==> src/source/vcu_macros.svh <==
`ifndef VCU_MACROS_SVH
`define VCU_MACROS_SVH

`define VCU_INSTR_W     32
`define VCU_VREG_W      5
`define VCU_QUEUE_DEPTH 4

// op(6) + rs1 form(2) + vd/vs1/vs2(15) + sew/mem sew(4) + vm(1) + imm(5)
`define VCU_DEC_W       33

`endif
==> src/source/vec_ctrl_pkg.sv <==
`include "vcu_macros.svh"

package vec_ctrl_pkg;

  typedef enum logic [5:0] {
    OP_VADD, OP_VSUB, OP_VRSUB, OP_VMINU, OP_VMIN, OP_VMAXU, OP_VMAX,
    OP_VAND, OP_VOR, OP_VXOR, OP_VMSEQ, OP_VMSNE, OP_VMSLTU, OP_VMSLT,
    OP_VSLL, OP_VSRL, OP_VSRA,
    OP_VREDSUM, OP_VREDAND, OP_VREDOR, OP_VREDXOR,
    OP_VMUL, OP_VMULH, OP_VMULHU, OP_VDIVU, OP_VDIV, OP_VREMU, OP_VREM,
    OP_VWADDU, OP_VWADD, OP_VWSUBU, OP_VWSUB,
    OP_VMAND, OP_VMOR, OP_VMXOR,
    OP_VLE, OP_VLSE, OP_VSE, OP_VSSE,
    BAD_OP
  } vop_t;

  // matches the vsew encoding of vtype
  typedef enum logic [1:0] {
    SEW8  = 2'b00,
    SEW16 = 2'b01,
    SEW32 = 2'b10
  } sew_t;

  typedef enum logic [2:0] {
    ARITH, RED, MUL, DIV, MASK, LOAD_UNIT, STORE_UNIT
  } fu_type_t;

  typedef enum logic [2:0] {
    VALU_ADD, VALU_SUB, VALU_AND, VALU_OR, VALU_XOR, VALU_COMP, VALU_MM, VALU_SHIFT
  } valu_op_t;

  typedef enum logic {
    UNSIGNED = 1'b0,
    SIGNED   = 1'b1
  } signedness_t;

  // first operand source: vector, scalar or immediate
  typedef enum logic [1:0] {
    V = 2'b00,
    X = 2'b01,
    I = 2'b10
  } rs1_type_t;

  typedef logic [`VCU_DEC_W-1:0] dec_word_t;

endpackage

==> src/source/vec_isa_pkg.sv <==
`include "vcu_macros.svh"

package vec_isa_pkg;

  typedef logic [`VCU_INSTR_W-1:0] instr_t;
  typedef logic [`VCU_VREG_W-1:0]  vreg_idx_t;

  typedef enum logic [6:0] {
    LOAD_FP  = 7'b0000111,
    STORE_FP = 7'b0100111,
    VECTOR   = 7'b1010111
  } opcode_t;

  // operand form, funct3 of the vector opcode
  typedef enum logic [2:0] {
    OPIVV = 3'b000,
    OPMVV = 3'b010,
    OPIVI = 3'b011,
    OPIVX = 3'b100,
    OPMVX = 3'b110,
    OPCFG = 3'b111
  } vfunct3_t;

  typedef enum logic [5:0] {
    VADD   = 6'b000000,
    VSUB   = 6'b000010,
    VRSUB  = 6'b000011,
    VMINU  = 6'b000100,
    VMIN   = 6'b000101,
    VMAXU  = 6'b000110,
    VMAX   = 6'b000111,
    VAND   = 6'b001001,
    VOR    = 6'b001010,
    VXOR   = 6'b001011,
    VMSEQ  = 6'b011000,
    VMSNE  = 6'b011001,
    VMSLTU = 6'b011010,
    VMSLT  = 6'b011011,
    VSLL   = 6'b100101,
    VSRL   = 6'b101000,
    VSRA   = 6'b101001
  } vopi_t;

  typedef enum logic [5:0] {
    VREDSUM = 6'b000000,
    VREDAND = 6'b000001,
    VREDOR  = 6'b000010,
    VREDXOR = 6'b000011,
    VMAND   = 6'b011001,
    VMOR    = 6'b011010,
    VMXOR   = 6'b011011,
    VDIVU   = 6'b100000,
    VDIV    = 6'b100001,
    VREMU   = 6'b100010,
    VREM    = 6'b100011,
    VMULHU  = 6'b100100,
    VMUL    = 6'b100101,
    VMULH   = 6'b100111,
    VWADDU  = 6'b110000,
    VWADD   = 6'b110001,
    VWSUBU  = 6'b110010,
    VWSUB   = 6'b110011
  } vopm_t;

  // indexed modes 01 and 11 are not supported
  typedef enum logic [1:0] {
    MOP_UNIT    = 2'b00,
    MOP_STRIDED = 2'b10
  } mop_t;

  typedef enum logic [2:0] {
    WIDTH8  = 3'b000,
    WIDTH16 = 3'b101,
    WIDTH32 = 3'b110
  } width_t;

endpackage

==> src/source/vector_control_unit.sv <==
`timescale 1ns/1ps

module vector_control_unit (
  input  logic                      CLK,
  input  logic                      arst_n,
  input  logic                      in_valid,
  output logic                      in_ready,
  input  vec_isa_pkg::instr_t       instr,
  input  logic [7:0]                vtype,
  output logic                      out_valid,
  input  logic                      out_ready,
  output vec_ctrl_pkg::vop_t        op,
  output logic                      illegal,
  output vec_ctrl_pkg::fu_type_t    fu_type,
  output vec_ctrl_pkg::valu_op_t    aluop,
  output vec_ctrl_pkg::signedness_t is_signed,
  output vec_ctrl_pkg::rs1_type_t   rs1_type,
  output logic                      single_bit,
  output logic                      vd_widen,
  output vec_ctrl_pkg::sew_t        eew,
  output vec_isa_pkg::vreg_idx_t    vd,
  output vec_isa_pkg::vreg_idx_t    vs1,
  output vec_isa_pkg::vreg_idx_t    vs2
);

  logic                    dec_valid;
  logic                    dec_ready;
  vec_ctrl_pkg::dec_word_t dec_word;
  logic                    q_valid;
  logic                    q_ready;
  vec_ctrl_pkg::dec_word_t q_word;

  vec_insn_decoder u_decoder (
    .CLK       (CLK),
    .arst_n    (arst_n),
    .in_valid  (in_valid),
    .in_ready  (in_ready),
    .instr     (instr),
    .vtype     (vtype),
    .dec_valid (dec_valid),
    .dec_ready (dec_ready),
    .dec_word  (dec_word)
  );

  // absorbs stalls from the execution side
  decode_queue u_queue (
    .CLK      (CLK),
    .arst_n   (arst_n),
    .wr_valid (dec_valid),
    .wr_ready (dec_ready),
    .wr_data  (dec_word),
    .rd_valid (q_valid),
    .rd_ready (q_ready),
    .rd_data  (q_word)
  );

  vec_ctrl_gen u_ctrl (
    .CLK        (CLK),
    .arst_n     (arst_n),
    .q_valid    (q_valid),
    .q_ready    (q_ready),
    .q_word     (q_word),
    .out_valid  (out_valid),
    .out_ready  (out_ready),
    .op         (op),
    .illegal    (illegal),
    .fu_type    (fu_type),
    .aluop      (aluop),
    .is_signed  (is_signed),
    .rs1_type   (rs1_type),
    .single_bit (single_bit),
    .vd_widen   (vd_widen),
    .eew        (eew),
    .vd         (vd),
    .vs1        (vs1),
    .vs2        (vs2)
  );

endmodule

==> src/source/vec_ctrl_gen.sv <==
`timescale 1ns/1ps

module vec_ctrl_gen (
  input  logic                      CLK,
  input  logic                      arst_n,
  input  logic                      q_valid,
  output logic                      q_ready,
  input  vec_ctrl_pkg::dec_word_t   q_word,
  output logic                      out_valid,
  input  logic                      out_ready,
  output vec_ctrl_pkg::vop_t        op,
  output logic                      illegal,
  output vec_ctrl_pkg::fu_type_t    fu_type,
  output vec_ctrl_pkg::valu_op_t    aluop,
  output vec_ctrl_pkg::signedness_t is_signed,
  output vec_ctrl_pkg::rs1_type_t   rs1_type,
  output logic                      single_bit,
  output logic                      vd_widen,
  output vec_ctrl_pkg::sew_t        eew,
  output vec_isa_pkg::vreg_idx_t    vd,
  output vec_isa_pkg::vreg_idx_t    vs1,
  output vec_isa_pkg::vreg_idx_t    vs2
);

  vec_ctrl_pkg::vop_t        q_op;
  vec_ctrl_pkg::rs1_type_t   q_form;
  vec_isa_pkg::vreg_idx_t    q_vd, q_vs1, q_vs2;
  vec_ctrl_pkg::sew_t        q_sew, q_mem_sew;
  vec_ctrl_pkg::fu_type_t    fu_next;
  vec_ctrl_pkg::valu_op_t    alu_next;
  vec_ctrl_pkg::signedness_t sgn_next;
  vec_ctrl_pkg::sew_t        eew_next;
  logic                      bit_next;
  logic                      widen_next;

  // word layout from msb: op, rs1 form, vd, vs1, vs2, sew, mem sew, vm, imm
  assign q_op      = vec_ctrl_pkg::vop_t'(q_word[32:27]);
  assign q_form    = vec_ctrl_pkg::rs1_type_t'(q_word[26:25]);
  assign q_vd      = q_word[24:20];
  assign q_vs1     = q_word[19:15];
  assign q_vs2     = q_word[14:10];
  assign q_sew     = vec_ctrl_pkg::sew_t'(q_word[9:8]);
  assign q_mem_sew = vec_ctrl_pkg::sew_t'(q_word[7:6]);

  always_comb begin
    case (q_op)
      vec_ctrl_pkg::OP_VREDSUM, vec_ctrl_pkg::OP_VREDAND,
      vec_ctrl_pkg::OP_VREDOR, vec_ctrl_pkg::OP_VREDXOR:   fu_next = vec_ctrl_pkg::RED;
      vec_ctrl_pkg::OP_VMUL, vec_ctrl_pkg::OP_VMULH,
      vec_ctrl_pkg::OP_VMULHU:                             fu_next = vec_ctrl_pkg::MUL;
      vec_ctrl_pkg::OP_VDIVU, vec_ctrl_pkg::OP_VDIV,
      vec_ctrl_pkg::OP_VREMU, vec_ctrl_pkg::OP_VREM:       fu_next = vec_ctrl_pkg::DIV;
      vec_ctrl_pkg::OP_VMAND, vec_ctrl_pkg::OP_VMOR,
      vec_ctrl_pkg::OP_VMXOR:                              fu_next = vec_ctrl_pkg::MASK;
      vec_ctrl_pkg::OP_VLE, vec_ctrl_pkg::OP_VLSE:         fu_next = vec_ctrl_pkg::LOAD_UNIT;
      vec_ctrl_pkg::OP_VSE, vec_ctrl_pkg::OP_VSSE:         fu_next = vec_ctrl_pkg::STORE_UNIT;
      default:                                             fu_next = vec_ctrl_pkg::ARITH;
    endcase
  end

  // mul, div and memory ops leave the ALU on add
  always_comb begin
    case (q_op)
      vec_ctrl_pkg::OP_VSUB, vec_ctrl_pkg::OP_VRSUB,
      vec_ctrl_pkg::OP_VWSUBU, vec_ctrl_pkg::OP_VWSUB:     alu_next = vec_ctrl_pkg::VALU_SUB;
      vec_ctrl_pkg::OP_VAND, vec_ctrl_pkg::OP_VREDAND,
      vec_ctrl_pkg::OP_VMAND:                              alu_next = vec_ctrl_pkg::VALU_AND;
      vec_ctrl_pkg::OP_VOR, vec_ctrl_pkg::OP_VREDOR,
      vec_ctrl_pkg::OP_VMOR:                               alu_next = vec_ctrl_pkg::VALU_OR;
      vec_ctrl_pkg::OP_VXOR, vec_ctrl_pkg::OP_VREDXOR,
      vec_ctrl_pkg::OP_VMXOR:                              alu_next = vec_ctrl_pkg::VALU_XOR;
      vec_ctrl_pkg::OP_VMSEQ, vec_ctrl_pkg::OP_VMSNE,
      vec_ctrl_pkg::OP_VMSLTU, vec_ctrl_pkg::OP_VMSLT:     alu_next = vec_ctrl_pkg::VALU_COMP;
      vec_ctrl_pkg::OP_VMINU, vec_ctrl_pkg::OP_VMIN,
      vec_ctrl_pkg::OP_VMAXU, vec_ctrl_pkg::OP_VMAX:       alu_next = vec_ctrl_pkg::VALU_MM;
      vec_ctrl_pkg::OP_VSLL, vec_ctrl_pkg::OP_VSRL,
      vec_ctrl_pkg::OP_VSRA:                               alu_next = vec_ctrl_pkg::VALU_SHIFT;
      default:                                             alu_next = vec_ctrl_pkg::VALU_ADD;
    endcase
  end

  always_comb begin
    case (q_op)
      vec_ctrl_pkg::OP_VADD, vec_ctrl_pkg::OP_VSUB, vec_ctrl_pkg::OP_VRSUB,
      vec_ctrl_pkg::OP_VMIN, vec_ctrl_pkg::OP_VMAX, vec_ctrl_pkg::OP_VMSEQ,
      vec_ctrl_pkg::OP_VMSNE, vec_ctrl_pkg::OP_VMSLT, vec_ctrl_pkg::OP_VREDSUM,
      vec_ctrl_pkg::OP_VMUL, vec_ctrl_pkg::OP_VMULH, vec_ctrl_pkg::OP_VDIV,
      vec_ctrl_pkg::OP_VREM, vec_ctrl_pkg::OP_VWADD,
      vec_ctrl_pkg::OP_VWSUB:  sgn_next = vec_ctrl_pkg::SIGNED;
      default:                 sgn_next = vec_ctrl_pkg::UNSIGNED;
    endcase
  end

  // compares write one mask bit per element
  assign bit_next = (q_op == vec_ctrl_pkg::OP_VMSEQ) || (q_op == vec_ctrl_pkg::OP_VMSNE) ||
                    (q_op == vec_ctrl_pkg::OP_VMSLTU) || (q_op == vec_ctrl_pkg::OP_VMSLT);

  assign widen_next = (q_op == vec_ctrl_pkg::OP_VWADDU) || (q_op == vec_ctrl_pkg::OP_VWADD) ||
                      (q_op == vec_ctrl_pkg::OP_VWSUBU) || (q_op == vec_ctrl_pkg::OP_VWSUB);

  always_comb begin
    eew_next = q_sew;
    if (widen_next) begin
      eew_next = (q_sew == vec_ctrl_pkg::SEW8) ? vec_ctrl_pkg::SEW16 : vec_ctrl_pkg::SEW32;
    end else if (fu_next == vec_ctrl_pkg::MASK) begin
      eew_next = vec_ctrl_pkg::SEW32;
    end else if ((q_op == vec_ctrl_pkg::OP_VLSE) || (q_op == vec_ctrl_pkg::OP_VSSE)) begin
      eew_next = q_mem_sew;
    end else if ((q_op == vec_ctrl_pkg::OP_VLE) || (q_op == vec_ctrl_pkg::OP_VSE)) begin
      eew_next = vec_ctrl_pkg::SEW32;
    end
  end

  assign q_ready = !out_valid || out_ready;

  always_ff @(posedge CLK or negedge arst_n) begin
    if (!arst_n) begin
      out_valid <= 1'b0;
    end else if (q_valid && q_ready) begin
      out_valid <= 1'b1;
    end else if (out_ready) begin
      out_valid <= 1'b0;
    end
  end

  always_ff @(posedge CLK) begin
    if (q_valid && q_ready) begin
      op         <= q_op;
      illegal    <= (q_op == vec_ctrl_pkg::BAD_OP);
      fu_type    <= fu_next;
      aluop      <= alu_next;
      is_signed  <= sgn_next;
      rs1_type   <= q_form;
      single_bit <= bit_next;
      vd_widen   <= widen_next;
      eew        <= eew_next;
      vd         <= q_vd;
      vs1        <= q_vs1;
      vs2        <= q_vs2;
    end
  end

endmodule

==> src/source/decode_queue.sv <==
`timescale 1ns/1ps
`include "vcu_macros.svh"

module decode_queue #(
  // power of two, at least 2, so the pointers wrap on their own
  parameter int DEPTH = `VCU_QUEUE_DEPTH
) (
  input  logic                    CLK,
  input  logic                    arst_n,
  input  logic                    wr_valid,
  output logic                    wr_ready,
  input  vec_ctrl_pkg::dec_word_t wr_data,
  output logic                    rd_valid,
  input  logic                    rd_ready,
  output vec_ctrl_pkg::dec_word_t rd_data
);

  localparam int PTR_W = $clog2(DEPTH);

  vec_ctrl_pkg::dec_word_t mem [DEPTH];
  logic [PTR_W-1:0]        wr_ptr;
  logic [PTR_W-1:0]        rd_ptr;
  logic [PTR_W:0]          count;
  logic                    do_wr;
  logic                    do_rd;

  assign wr_ready = (count != (PTR_W+1)'(DEPTH));
  assign rd_valid = (count != '0);
  assign do_wr    = wr_valid && wr_ready;
  assign do_rd    = rd_valid && rd_ready;

  // head entry, no bypass from the write side
  assign rd_data = mem[rd_ptr];

  always_ff @(posedge CLK or negedge arst_n) begin
    if (!arst_n) begin
      wr_ptr <= '0;
      rd_ptr <= '0;
      count  <= '0;
    end else begin
      if (do_wr) begin
        wr_ptr <= wr_ptr + 1'b1;
      end
      if (do_rd) begin
        rd_ptr <= rd_ptr + 1'b1;
      end
      if (do_wr && !do_rd) begin
        count <= count + 1'b1;
      end else if (do_rd && !do_wr) begin
        count <= count - 1'b1;
      end
    end
  end

  always_ff @(posedge CLK) begin
    if (do_wr) begin
      mem[wr_ptr] <= wr_data;
    end
  end

endmodule

==> src/source/vec_insn_decoder.sv <==
`timescale 1ns/1ps

module vec_insn_decoder (
  input  logic                    CLK,
  input  logic                    arst_n,
  input  logic                    in_valid,
  output logic                    in_ready,
  input  vec_isa_pkg::instr_t     instr,
  input  logic [7:0]              vtype,
  output logic                    dec_valid,
  input  logic                    dec_ready,
  output vec_ctrl_pkg::dec_word_t dec_word
);

  vec_isa_pkg::opcode_t    opcode;
  vec_isa_pkg::vfunct3_t   funct3;
  vec_isa_pkg::vopi_t      funct6_opi;
  vec_isa_pkg::vopm_t      funct6_opm;
  vec_isa_pkg::vreg_idx_t  vd;
  vec_isa_pkg::vreg_idx_t  vs1;
  vec_isa_pkg::vreg_idx_t  vs2;
  logic [4:0]              imm5;
  logic                    vm;
  logic                    mew;
  logic [2:0]              nf;
  vec_isa_pkg::mop_t       mop;
  vec_isa_pkg::width_t     width;
  logic                    f_ivv, f_ivx, f_ivi, f_mvv, f_mvx;
  logic                    opi_vx, opi_xi, opi_all, opm_vx;
  logic                    is_load, is_store, mem_ok;
  vec_ctrl_pkg::vop_t      op;
  vec_ctrl_pkg::rs1_type_t rs1_form;
  vec_ctrl_pkg::sew_t      sew, mem_sew;

  // field extraction
  assign opcode     = vec_isa_pkg::opcode_t'(instr[6:0]);
  assign vd         = instr[11:7];
  assign funct3     = vec_isa_pkg::vfunct3_t'(instr[14:12]);
  assign width      = vec_isa_pkg::width_t'(instr[14:12]);
  assign vs1        = instr[19:15];
  assign imm5       = instr[19:15];
  assign vs2        = instr[24:20];
  assign vm         = instr[25];
  assign mop        = vec_isa_pkg::mop_t'(instr[27:26]);
  assign mew        = instr[28];
  assign nf         = instr[31:29];
  assign funct6_opi = vec_isa_pkg::vopi_t'(instr[31:26]);
  assign funct6_opm = vec_isa_pkg::vopm_t'(instr[31:26]);

  // vsew in vtype[5:3], legal widths keep bit 5 low
  assign sew = vec_ctrl_pkg::sew_t'(vtype[4:3]);

  assign f_ivv   = (opcode == vec_isa_pkg::VECTOR) && (funct3 == vec_isa_pkg::OPIVV);
  assign f_ivx   = (opcode == vec_isa_pkg::VECTOR) && (funct3 == vec_isa_pkg::OPIVX);
  assign f_ivi   = (opcode == vec_isa_pkg::VECTOR) && (funct3 == vec_isa_pkg::OPIVI);
  assign f_mvv   = (opcode == vec_isa_pkg::VECTOR) && (funct3 == vec_isa_pkg::OPMVV);
  assign f_mvx   = (opcode == vec_isa_pkg::VECTOR) && (funct3 == vec_isa_pkg::OPMVX);
  assign opi_vx  = f_ivv || f_ivx;
  assign opi_xi  = f_ivx || f_ivi;
  assign opi_all = opi_vx || f_ivi;
  assign opm_vx  = f_mvv || f_mvx;

  assign is_load  = (opcode == vec_isa_pkg::LOAD_FP);
  assign is_store = (opcode == vec_isa_pkg::STORE_FP);
  // no segments, no indexed modes, no widths above 32
  assign mem_ok = ((width == vec_isa_pkg::WIDTH8) || (width == vec_isa_pkg::WIDTH16) ||
                   (width == vec_isa_pkg::WIDTH32)) &&
                  ((mop == vec_isa_pkg::MOP_UNIT) || (mop == vec_isa_pkg::MOP_STRIDED)) &&
                  !mew && (nf == 3'b000);

  always_comb begin
    op = vec_ctrl_pkg::BAD_OP;
    if (opi_all) begin
      case (funct6_opi)
        vec_isa_pkg::VADD:   op = vec_ctrl_pkg::OP_VADD;
        vec_isa_pkg::VSUB:   if (opi_vx)  op = vec_ctrl_pkg::OP_VSUB;
        vec_isa_pkg::VRSUB:  if (opi_xi)  op = vec_ctrl_pkg::OP_VRSUB;
        vec_isa_pkg::VMINU:  if (opi_vx)  op = vec_ctrl_pkg::OP_VMINU;
        vec_isa_pkg::VMIN:   if (opi_vx)  op = vec_ctrl_pkg::OP_VMIN;
        vec_isa_pkg::VMAXU:  if (opi_vx)  op = vec_ctrl_pkg::OP_VMAXU;
        vec_isa_pkg::VMAX:   if (opi_vx)  op = vec_ctrl_pkg::OP_VMAX;
        vec_isa_pkg::VAND:   op = vec_ctrl_pkg::OP_VAND;
        vec_isa_pkg::VOR:    op = vec_ctrl_pkg::OP_VOR;
        vec_isa_pkg::VXOR:   op = vec_ctrl_pkg::OP_VXOR;
        vec_isa_pkg::VMSEQ:  op = vec_ctrl_pkg::OP_VMSEQ;
        vec_isa_pkg::VMSNE:  op = vec_ctrl_pkg::OP_VMSNE;
        vec_isa_pkg::VMSLTU: if (opi_vx)  op = vec_ctrl_pkg::OP_VMSLTU;
        vec_isa_pkg::VMSLT:  if (opi_vx)  op = vec_ctrl_pkg::OP_VMSLT;
        vec_isa_pkg::VSLL:   op = vec_ctrl_pkg::OP_VSLL;
        vec_isa_pkg::VSRL:   op = vec_ctrl_pkg::OP_VSRL;
        vec_isa_pkg::VSRA:   op = vec_ctrl_pkg::OP_VSRA;
        default:             op = vec_ctrl_pkg::BAD_OP;
      endcase
    end else if (opm_vx) begin
      // reductions and mask logicals only exist as .vv / .mm
      case (funct6_opm)
        vec_isa_pkg::VREDSUM: if (f_mvv)  op = vec_ctrl_pkg::OP_VREDSUM;
        vec_isa_pkg::VREDAND: if (f_mvv)  op = vec_ctrl_pkg::OP_VREDAND;
        vec_isa_pkg::VREDOR:  if (f_mvv)  op = vec_ctrl_pkg::OP_VREDOR;
        vec_isa_pkg::VREDXOR: if (f_mvv)  op = vec_ctrl_pkg::OP_VREDXOR;
        vec_isa_pkg::VMAND:   if (f_mvv)  op = vec_ctrl_pkg::OP_VMAND;
        vec_isa_pkg::VMOR:    if (f_mvv)  op = vec_ctrl_pkg::OP_VMOR;
        vec_isa_pkg::VMXOR:   if (f_mvv)  op = vec_ctrl_pkg::OP_VMXOR;
        vec_isa_pkg::VMUL:    op = vec_ctrl_pkg::OP_VMUL;
        vec_isa_pkg::VMULH:   op = vec_ctrl_pkg::OP_VMULH;
        vec_isa_pkg::VMULHU:  op = vec_ctrl_pkg::OP_VMULHU;
        vec_isa_pkg::VDIVU:   op = vec_ctrl_pkg::OP_VDIVU;
        vec_isa_pkg::VDIV:    op = vec_ctrl_pkg::OP_VDIV;
        vec_isa_pkg::VREMU:   op = vec_ctrl_pkg::OP_VREMU;
        vec_isa_pkg::VREM:    op = vec_ctrl_pkg::OP_VREM;
        vec_isa_pkg::VWADDU:  op = vec_ctrl_pkg::OP_VWADDU;
        vec_isa_pkg::VWADD:   op = vec_ctrl_pkg::OP_VWADD;
        vec_isa_pkg::VWSUBU:  op = vec_ctrl_pkg::OP_VWSUBU;
        vec_isa_pkg::VWSUB:   op = vec_ctrl_pkg::OP_VWSUB;
        default:              op = vec_ctrl_pkg::BAD_OP;
      endcase
    end else if (is_load && mem_ok) begin
      op = (mop == vec_isa_pkg::MOP_STRIDED) ? vec_ctrl_pkg::OP_VLSE : vec_ctrl_pkg::OP_VLE;
    end else if (is_store && mem_ok) begin
      op = (mop == vec_isa_pkg::MOP_STRIDED) ? vec_ctrl_pkg::OP_VSSE : vec_ctrl_pkg::OP_VSE;
    end
  end

  // loads and stores take the base address from x[rs1]
  assign rs1_form = (op == vec_ctrl_pkg::BAD_OP)            ? vec_ctrl_pkg::V :
                    (is_load || is_store || f_ivx || f_mvx) ? vec_ctrl_pkg::X :
                    f_ivi                                   ? vec_ctrl_pkg::I :
                                                              vec_ctrl_pkg::V;

  always_comb begin
    case (width)
      vec_isa_pkg::WIDTH8:  mem_sew = vec_ctrl_pkg::SEW8;
      vec_isa_pkg::WIDTH16: mem_sew = vec_ctrl_pkg::SEW16;
      default:              mem_sew = vec_ctrl_pkg::SEW32;
    endcase
  end

  assign in_ready = !dec_valid || dec_ready;

  always_ff @(posedge CLK or negedge arst_n) begin
    if (!arst_n) begin
      dec_valid <= 1'b0;
    end else if (in_valid && in_ready) begin
      dec_valid <= 1'b1;
    end else if (dec_ready) begin
      dec_valid <= 1'b0;
    end
  end

  always_ff @(posedge CLK) begin
    if (in_valid && in_ready) begin
      dec_word <= {op, rs1_form, vd, vs1, vs2, sew, mem_sew, vm, imm5};
    end
  end

endmodule

==> config.mk <==
export PLATFORM = sky130hd
export DESIGN_NAME = vector_control_unit
export DESIGN_NICKNAME = d
export VERILOG_FILES = /design/src/source/vec_ctrl_pkg.sv /design/src/source/vec_isa_pkg.sv /design/src/source/vector_control_unit.sv /design/src/source/vec_ctrl_gen.sv /design/src/source/decode_queue.sv /design/src/source/vec_insn_decoder.sv
export VERILOG_INCLUDE_DIRS = /design/src /design/src/source
export SDC_FILE = /design/constraint.sdc
export NUM_CORES = 1
export LEC_CHECK = 0
export ABC_CLOCK_PERIOD_IN_PS = 3600
export BUFFER_PORTS_ARGS = -buffer_cell sky130_fd_sc_hd__buf_2
export CAP_MARGIN = 5
export CELL_PAD_IN_SITES_DETAIL_PLACEMENT = 1
export CELL_PAD_IN_SITES_GLOBAL_PLACEMENT = 1
export CORE_ASPECT_RATIO = 1.1
export CORE_MARGIN = 1
export CORE_UTILIZATION = 41
export DETAILED_ROUTE_END_ITERATION = 7
export GPL_TIMING_DRIVEN = 0
export PLACE_DENSITY = 0.67
export SLEW_MARGIN = 10
export SYNTH_ARGS = -nofsm -noshare
export SYNTH_HDL_FRONTEND = slang
export SYNTH_SLANG_ARGS = --single-unit
==> constraint.sdc <==
create_clock -name CLK -period 3.6 [get_ports CLK]
set_input_delay 0.72 -clock CLK [delete_from_list [all_inputs] [get_ports CLK]]
set_output_delay 0.72 -clock CLK [all_outputs]
set_load 0.01 [all_outputs]
==> results of run 1 <==
cells by family after synthesis:
logic type / synth area share
fa+ha+maj: 0.0232
buf+inv: 0.0291
flops: 0.678
simple gates: 0.0821
xor+xnor: 0.0100
mux: 0.0903
compound gates: 0.0871
per-stage QoR:
step | TNS, ps | hold slack, ps
2_1_floorplan | 0 | 424
3_3_place_gp | -133 | 468
3_5_place_dp | 0 | 485
4_1_cts | 0 | 139
5_1_grt | 0 | 147
6_report | 0 | 142
state kept, by name, summed over array words and instances (netlist names):
signal / count
u_ctrl.illegal: 1
u_ctrl.vd: 5
u_ctrl.fu_type: 3
u_decoder.dec_valid: 1
u_ctrl.is_signed: 1
u_ctrl.single_bit: 1
u_queue.rd_ptr: 2
u_ctrl.vs2: 5
u_queue.mem: 108
u_ctrl.out_valid: 1
u_queue.wr_ptr: 2
u_ctrl.vd_widen: 1
u_ctrl.rs1_type: 2
u_ctrl.eew: 2
u_queue.count: 3
u_decoder.dec_word: 27
u_ctrl.aluop: 3
u_ctrl.op: 6
u_ctrl.vs1: 5
worst max-delay path, stage by stage:
cell and delay [ps]:
buf_2 100, clkbuf_1 260, or3b_1 470, o31ai_1 660
o21ai_0 240, nor4_1 390, a221oi_1 150, a31oi_1 310
per-layer routing:
layer	part of all wire	vias up
li1	-	2150
met1	0.41	2339
met2	0.54	90
met3	0.030	27
met4	0.021	0
met5	0	-
power groups by stage:
stage | clock network, mW | registers [mW] | logic [mW]
2_1_floorplan | 0 | 3.29 | 1.50
3_3_place_gp | 0 | 3.21 | 2.24
3_5_place_dp | 0 | 3.23 | 2.32
4_1_cts | 1.84 | 3.19 | 2.34
5_1_grt | 1.89 | 3.23 | 2.53
6_report | 1.80 | 3.18 | 2.29
cell usage in the layout (no fill, tap or decap), types with 5 or more instances in the layout:
cell type / instances
nor2b_1: 7
a211oi_1: 7
ha_1: 13
mux2i_1: 6
and2_2: 5
dfrtp_1: 9
xnor2_1: 6
nor2_1: 26
nor3_1: 11
buf_2: 84
edfxtp_1: 170
clkbuf_1: 12
mux4_2: 22
a31oi_1: 7
nand2_1: 20
nand3_1: 6
inv_1: 21
a21oi_1: 18
clkbuf_16: 17
nand3b_1: 5
o21ai_0: 20
worst paths after layout:
check,cells past startpoint,slack (ps),start,endpoint
min in group CLK,1,450,instr[9],u_decoder.dec_word[22]$_DFFE_PP_
max reg2reg,8,730,u_queue.rd_ptr[0]$_DFFE_PN0P_,u_ctrl.eew[1]$_DFFE_PP_
min,1,140,arst_n,u_queue.rd_ptr[0]$_DFFE_PN0P_
max,8,520,instr[14],u_decoder.dec_word[25]$_SDFFCE_PN0P_
max in group asynchronous,1,3260,arst_n,u_queue.wr_ptr[0]$_DFFE_PN0P_
min reg2reg,0,500,u_decoder.dec_word[18]$_DFFE_PP_,u_queue.mem[3][18]$_DFFE_PP_
final cells by class:
type | instances | share of cell area
Multi-Input combinational cell | 271 | 0.254
Buffer | 30 | 0.0160
Tap cell | 243 | 0.0333
Sequential cell | 179 | 0.584
Timing Repair Buffer | 71 | 0.0406
Clock inverter | 13 | 0.0156
Clock buffer | 18 | 0.0470
Inverter | 22 | 0.00905
==> results.md, run 1 <==
* Antenna diode count at 0
* Place WS at 224 ps
* Area of the multi-input gates at 2320 um2
* Clk slew on worst S/H paths at 70 ps
* Max Transition Viols Final at 0
* Final Critical Period at 3080 ps
* Post-synthesis sequential area ratio at 0.678
* Routed len/inst at 20.3 um
* Combinational group share of total power at 0.315
* Yosys top cell by area: edfxtp_1
* Final Routed Wirelength at 17.2 mm
* Tot GR Track Use at 0.184
* Yosys reg bits at 179
* Seq pwr share at 0.438
* Met1 usage in global routing at 0.211
* Total of max-cap violations at 0
* Most common cell in the netlist: edfxtp_1
* PD cells at 796 nW/um2
* Top-level port count at 81
* Share of cells above drive strength 1 at 0.275
* EDFF count, synth at 170
* Status: completed
* Grt peak-use layer: met2
* CP Capture Type: flip-flop
* First-pass GRT wire length at 27.2 mm
* Worst-skew pair later-pin latency at 430 ps
* Final #Nets at 650
* Final worst path period share at 0.857
* Clock buffer depth at 2
* Die Wd at 134 um
* Placed Cells incl. Taps at 816
* Final Hold Viols at 0
* Drc violations at 0
* YS warnings at 0
* Max Clk Rate at 324 MHz
* Initial antenna violation count at 0
* CTS Root Cell: clkbuf_16
* Die area at 19,700 um2
* Mapped Cells at 502
* Measured slew at the worst slew-check pin at 830 ps
* Clk sinks at 179
* DRT Pass-1 Iters at 5
* Total clock buffers created by CTS at 17
* Post-synth ARST share at 0.0503
* Post-CTS sizing at 0
* Starting density of the core at 0.422
* Post-route cell area at 9120 um2
* FILL cells at 1,881
* Sw Ratio at 0.323
* CTS H-Tree Depth at 4
* Ranking of synthesized cells by area: edfxtp_1 (65%), mux4_2 (6.3%), dfrtp_1 (2.9%)
* Post-CTS setup buffer count at 0
* Worst setup margin at 516 ps
* Non-filler cells, final at 847
* GPL Wtd Cong at 0.905
* Worst path required time at 3830 ps
* Dpl cell area at 8550 um2
* Largest net degree at the start of global routing at 28
* # hold bufs at CTS at 0
* HPWL Detailed at 11.6 mm
* Synth Cell Area at 7860 um2
* Internal power at 4.91 mW
* Crit path DAT at 3310 ps
* # rows at 52
* Crit path launch type: input pin
* Synth cell count leaders: edfxtp_1 (170), nor2_1 (26), mux4_2 (22)
* Static Leakage at 3.21 nW
* Library cells used by synthesis at 78
* Worst hold path class: in -> async
* Buffers on Ports at 70
* CP Class: in -> reg
* Sequential Area at 5330 um2
* Avg Vias per Cell at 5.44
* CTS tree: done
* Clock Power Share at 0.247
* Post-Syn Nets at 560
* Global Route met3 Usage at 0.0393
* Number of global-route vias before repair at 5,021
* Post-route ant nets at 0
* Synth Flop Type: edfxtp_1
* Maximum vdd drop at 0.000409 V
* Mapped Avg Cell Area at 15.7 um2
* Met2 global-route usage at 0.334
* Unrepaired setup endpoints after global routing: no
* Die height at 147 um
* Iteration-0 DRC Markers at 186
* Area share of the largest cell type after synthesis at 0.649
* PnR Total Power at 7.26 mW
* Via Count at 4,606
* Rel. slew slack at 0.447
* Layout Area Growth over Synthesis at 16.1%
* Critical-path maximum fanout at 10
* Final setup violation count at 0
* Total net switching power at 2.35 mW
* Utilization after layout at 0.490
* Global route overflow at 0
* Final clock skew at 12.1 ps
* Core ar. at 18,600 um2
Note: power is estimated with default switching activity, not from simulation.
==> run 2: changes to the inputs <==
--- a/config.mk
+++ b/config.mk
@@ -6,17 +6,17 @@
 export SDC_FILE = /design/constraint.sdc
 export NUM_CORES = 1
 export LEC_CHECK = 0
-export ABC_CLOCK_PERIOD_IN_PS = 3600
+export ABC_CLOCK_PERIOD_IN_PS = 3000
 export BUFFER_PORTS_ARGS = -buffer_cell sky130_fd_sc_hd__buf_2
 export CAP_MARGIN = 5
 export CELL_PAD_IN_SITES_DETAIL_PLACEMENT = 1
 export CELL_PAD_IN_SITES_GLOBAL_PLACEMENT = 1
-export CORE_ASPECT_RATIO = 1.1
+export CORE_ASPECT_RATIO = 0.8
 export CORE_MARGIN = 1
 export CORE_UTILIZATION = 41
 export DETAILED_ROUTE_END_ITERATION = 7
 export GPL_TIMING_DRIVEN = 0
-export PLACE_DENSITY = 0.67
+export PLACE_DENSITY = 0.65
 export SLEW_MARGIN = 10
 export SYNTH_ARGS = -nofsm -noshare
 export SYNTH_HDL_FRONTEND = slang
==> constraint.sdc (replaced) <==
create_clock -name CLK -period 3 [get_ports CLK]
set_input_delay 0.6 -clock CLK [delete_from_list [all_inputs] [get_ports CLK]]
set_output_delay 0.6 -clock CLK [all_outputs]
set_load 0.01 [all_outputs]
==> results.md, run 2 (synthesis results as in run 1) <==
* Status: completed (unchanged)
* Drc violations at 0 (unchanged)
* Routed len/inst at 19.7 um (was 20.3 um)
* Tot GR Track Use at 0.182 (was 0.184)
* Non-filler cells, final at 858 (was 847)
* Final Critical Period at 2860 ps
* Final worst path period share at 0.955
* Final setup violation count at 0 (unchanged)
* Cells along the critical path: buf_6, mux4_2, inv_1, ha_2, nor4_1, or4_4, nor3_2, a31oi_1 (was buf_2, clkbuf_1, or3b_1, o31ai_1, o21ai_0, nor4_1, a221oi_1, a31oi_1)
* First-pass GRT wire length at 26.9 mm (was 27.2 mm)
* Total clock buffers created by CTS at 17 (unchanged)
* Number of global-route vias before repair at 4,825 (was 5,021)
* Via Count at 4,666 (was 4,606)
* Crit path largest cell delay at 630 ps (was 660 ps)
* Max Clk Rate at 349 MHz
* CTS H-Tree Depth at 4 (unchanged)
* Largest net degree at the start of global routing at 28 (unchanged)
* Worst path required time at 3170 ps (was 3830 ps)
* Static Leakage at 3.21 nW (about the same)
* Utilization after layout at 0.496 (was 0.490)
* Crit path launch type: flip-flop (was input pin)
* Initial antenna violation count at 0 (unchanged)
* Largest reg by FF count: u_queue.mem (unchanged)
* Place WS at -280 ps (was 224 ps)
* Most frequent cells in the layout: edfxtp_1 (170), buf_2 (84), nor2_1 (26) (unchanged)
* Final Routed Wirelength at 16.9 mm (was 17.2 mm)
* Maximum vdd drop at 0.000470 V (was 0.000409 V)
* Worst hold path class: in -> async (unchanged)
* Top-level port count at 81 (unchanged)
* Worst-skew pair later-pin latency at 430 ps (about the same)
* Critical-path maximum fanout at 10 (unchanged)
* Clk slew on worst S/H paths at 70 ps (about the same)
* # rows at 44 (was 52)
* Avg Vias per Cell at 5.44 (about the same)
* Rel. slew slack at 0.449 (was 0.447)
* Starting density of the core at 0.426 (was 0.422)
* DRT Pass-1 Iters at 7 (was 5)
* Die area at 19,700 um2 (about the same)
* Max Transition Viols Final at 0 (unchanged)
* HPWL Detailed at 11.4 mm (was 11.6 mm)
* Commonest non-fill, non-tap cell in the layout: edfxtp_1 (unchanged)
* Final #Nets at 650 (unchanged)
* Measured slew at the worst slew-check pin at 827 ps (was 830 ps)
* Buffers on Ports at 70 (unchanged)
* Final clock skew at 9.58 ps (was 12.1 ps)
* Post-route cell area at 9150 um2 (was 9120 um2)
* Post-CTS setup buffer count at 0 (unchanged)
* CTS Root Cell: clkbuf_16 (unchanged)
* Total of max-cap violations at 0 (unchanged)
* CTS tree: done (unchanged)
* RR Endpoint: u_ctrl.eew[1]$_DFFE_PP_ (unchanged)
* Worst setup margin at 136 ps (was 516 ps)
* # hold bufs at CTS at 0 (unchanged)
* Slowest CP cell: mux4_2 (was o31ai_1)
* Post-route ant nets at 0 (unchanged)
* Die Wd at 157 um (was 134 um)
* FF-to-FF path depth at 8 (unchanged)
* PD cells at 953 nW/um2 (was 796 nW/um2)
* Iteration-0 DRC Markers at 263 (was 186)
* Max FFs per register at 108 (unchanged)
* WHS at 35.1 ps (was 142 ps)
* CP Capture Type: flip-flop (unchanged)
* Worst R2R Start: u_queue.rd_ptr[0]$_DFFE_PN0P_ (unchanged)
* CP Class: reg -> reg (was in -> reg)
* Share of cells above drive strength 1 at 0.279 (was 0.275)
* Die height at 126 um (was 147 um)
* Global route overflow at 0 (unchanged)
* R2R Setup Slk at 140 ps (was 730 ps)
* Clk sinks at 179 (unchanged)
* Unrepaired setup endpoints after global routing: yes (was no)
* Dpl cell area at 8570 um2 (was 8550 um2)
* Final Hold Viols at 0 (unchanged)
* Setup_tns at 0 ps (unchanged)
* Clock buffer depth at 2 (unchanged)
* Antenna diode count at 0 (unchanged)
* GPL Wtd Cong at 0.873 (was 0.905)
* PnR Total Power at 8.72 mW (was 7.26 mW)
* Core ar. at 18,400 um2 (was 18,600 um2)
* Placed Cells incl. Taps at 826 (was 816)
* Layout Area Growth over Synthesis at 16.4% (was 16.1%)
* Largest regs: u_queue.mem (108), u_decoder.dec_word (27), u_ctrl.op (6) (unchanged)
* Crit path DAT at 3030 ps (was 3310 ps)
-- run 2: how the worst max path moves through the flow --
stage | startpoint | end | depth (start not counted)
2_1_floorplan | out_ready | u_queue.count[1]$_DFFE_PN0P_ | 7
3_3_place_gp | out_ready | u_queue.count[1]$_DFFE_PN0P_ | 8
3_5_place_dp | instr[3] | u_decoder.dec_word[26]$_SDFFCE_PP0P_ | 7
4_1_cts | u_queue.rd_ptr[0]$_DFFE_PN0P_ | u_ctrl.eew[1]$_DFFE_PP_ | 8
5_1_grt | u_queue.rd_ptr[0]$_DFFE_PN0P_ | u_ctrl.eew[1]$_DFFE_PP_ | 8
6_report | u_queue.rd_ptr[0]$_DFFE_PN0P_ | u_ctrl.eew[1]$_DFFE_PP_ | 8
-- run 2: cell type report --
| class | instances | area [um2] |
|---|---|---|
| Fill cell | 1852 | 9290 |
| Sequential cell | 179 | 5330 |
| Multi-Input combinational cell | 271 | 2320 |
| Clock buffer | 18 | 429 |
| Timing Repair Buffer | 71 | 378 |
| Tap cell | 253 | 317 |
| Buffer | 30 | 146 |
| Clock inverter | 14 | 143 |
| Inverter | 22 | 82.6 |
-- run 2: power by group --
group          total, mW  switching, mW  internal (mW)  leakage [nW]
Clock               2.13           1.02           1.10         0.273
Sequential          3.82          0.209           3.61          1.68
Combinational       2.78           1.64           1.14          1.26
Total               8.72           2.87           5.85          3.21
-- run 2: critical path, delay by kind of cell (launching register included) --
family | cells | cell delay [ps]
AND/OR/NAND/NOR | 3 | 830
buffers and inverters | 2 | 370
adder cells (fa/ha/maj) | 1 | 280
multiplexers | 1 | 630
AO/OA/AOI/OAI | 1 | 70
flip-flops | 1 | 420
-- run 2: per-layer routing --
| layer | GRT usage | vias to the layer above | wire [um] |
|---|---|---|---|
| li1 | - | 2154 | - |
| met1 | 0.248 | 2365 | 7770 |
| met2 | 0.296 | 132 | 8270 |
| met3 | 0.0351 | 15 | 634 |
| met4 | 0.0542 | 0 | 228 |
| met5 | 0 | - | 0 |
-- run 2: repair_timing --
item | in CTS | in global routing
gates resized for setup | 0 | 3
endpoints found under the setup margin | 0 | 4
endpoints found under the hold margin | 0 | 0
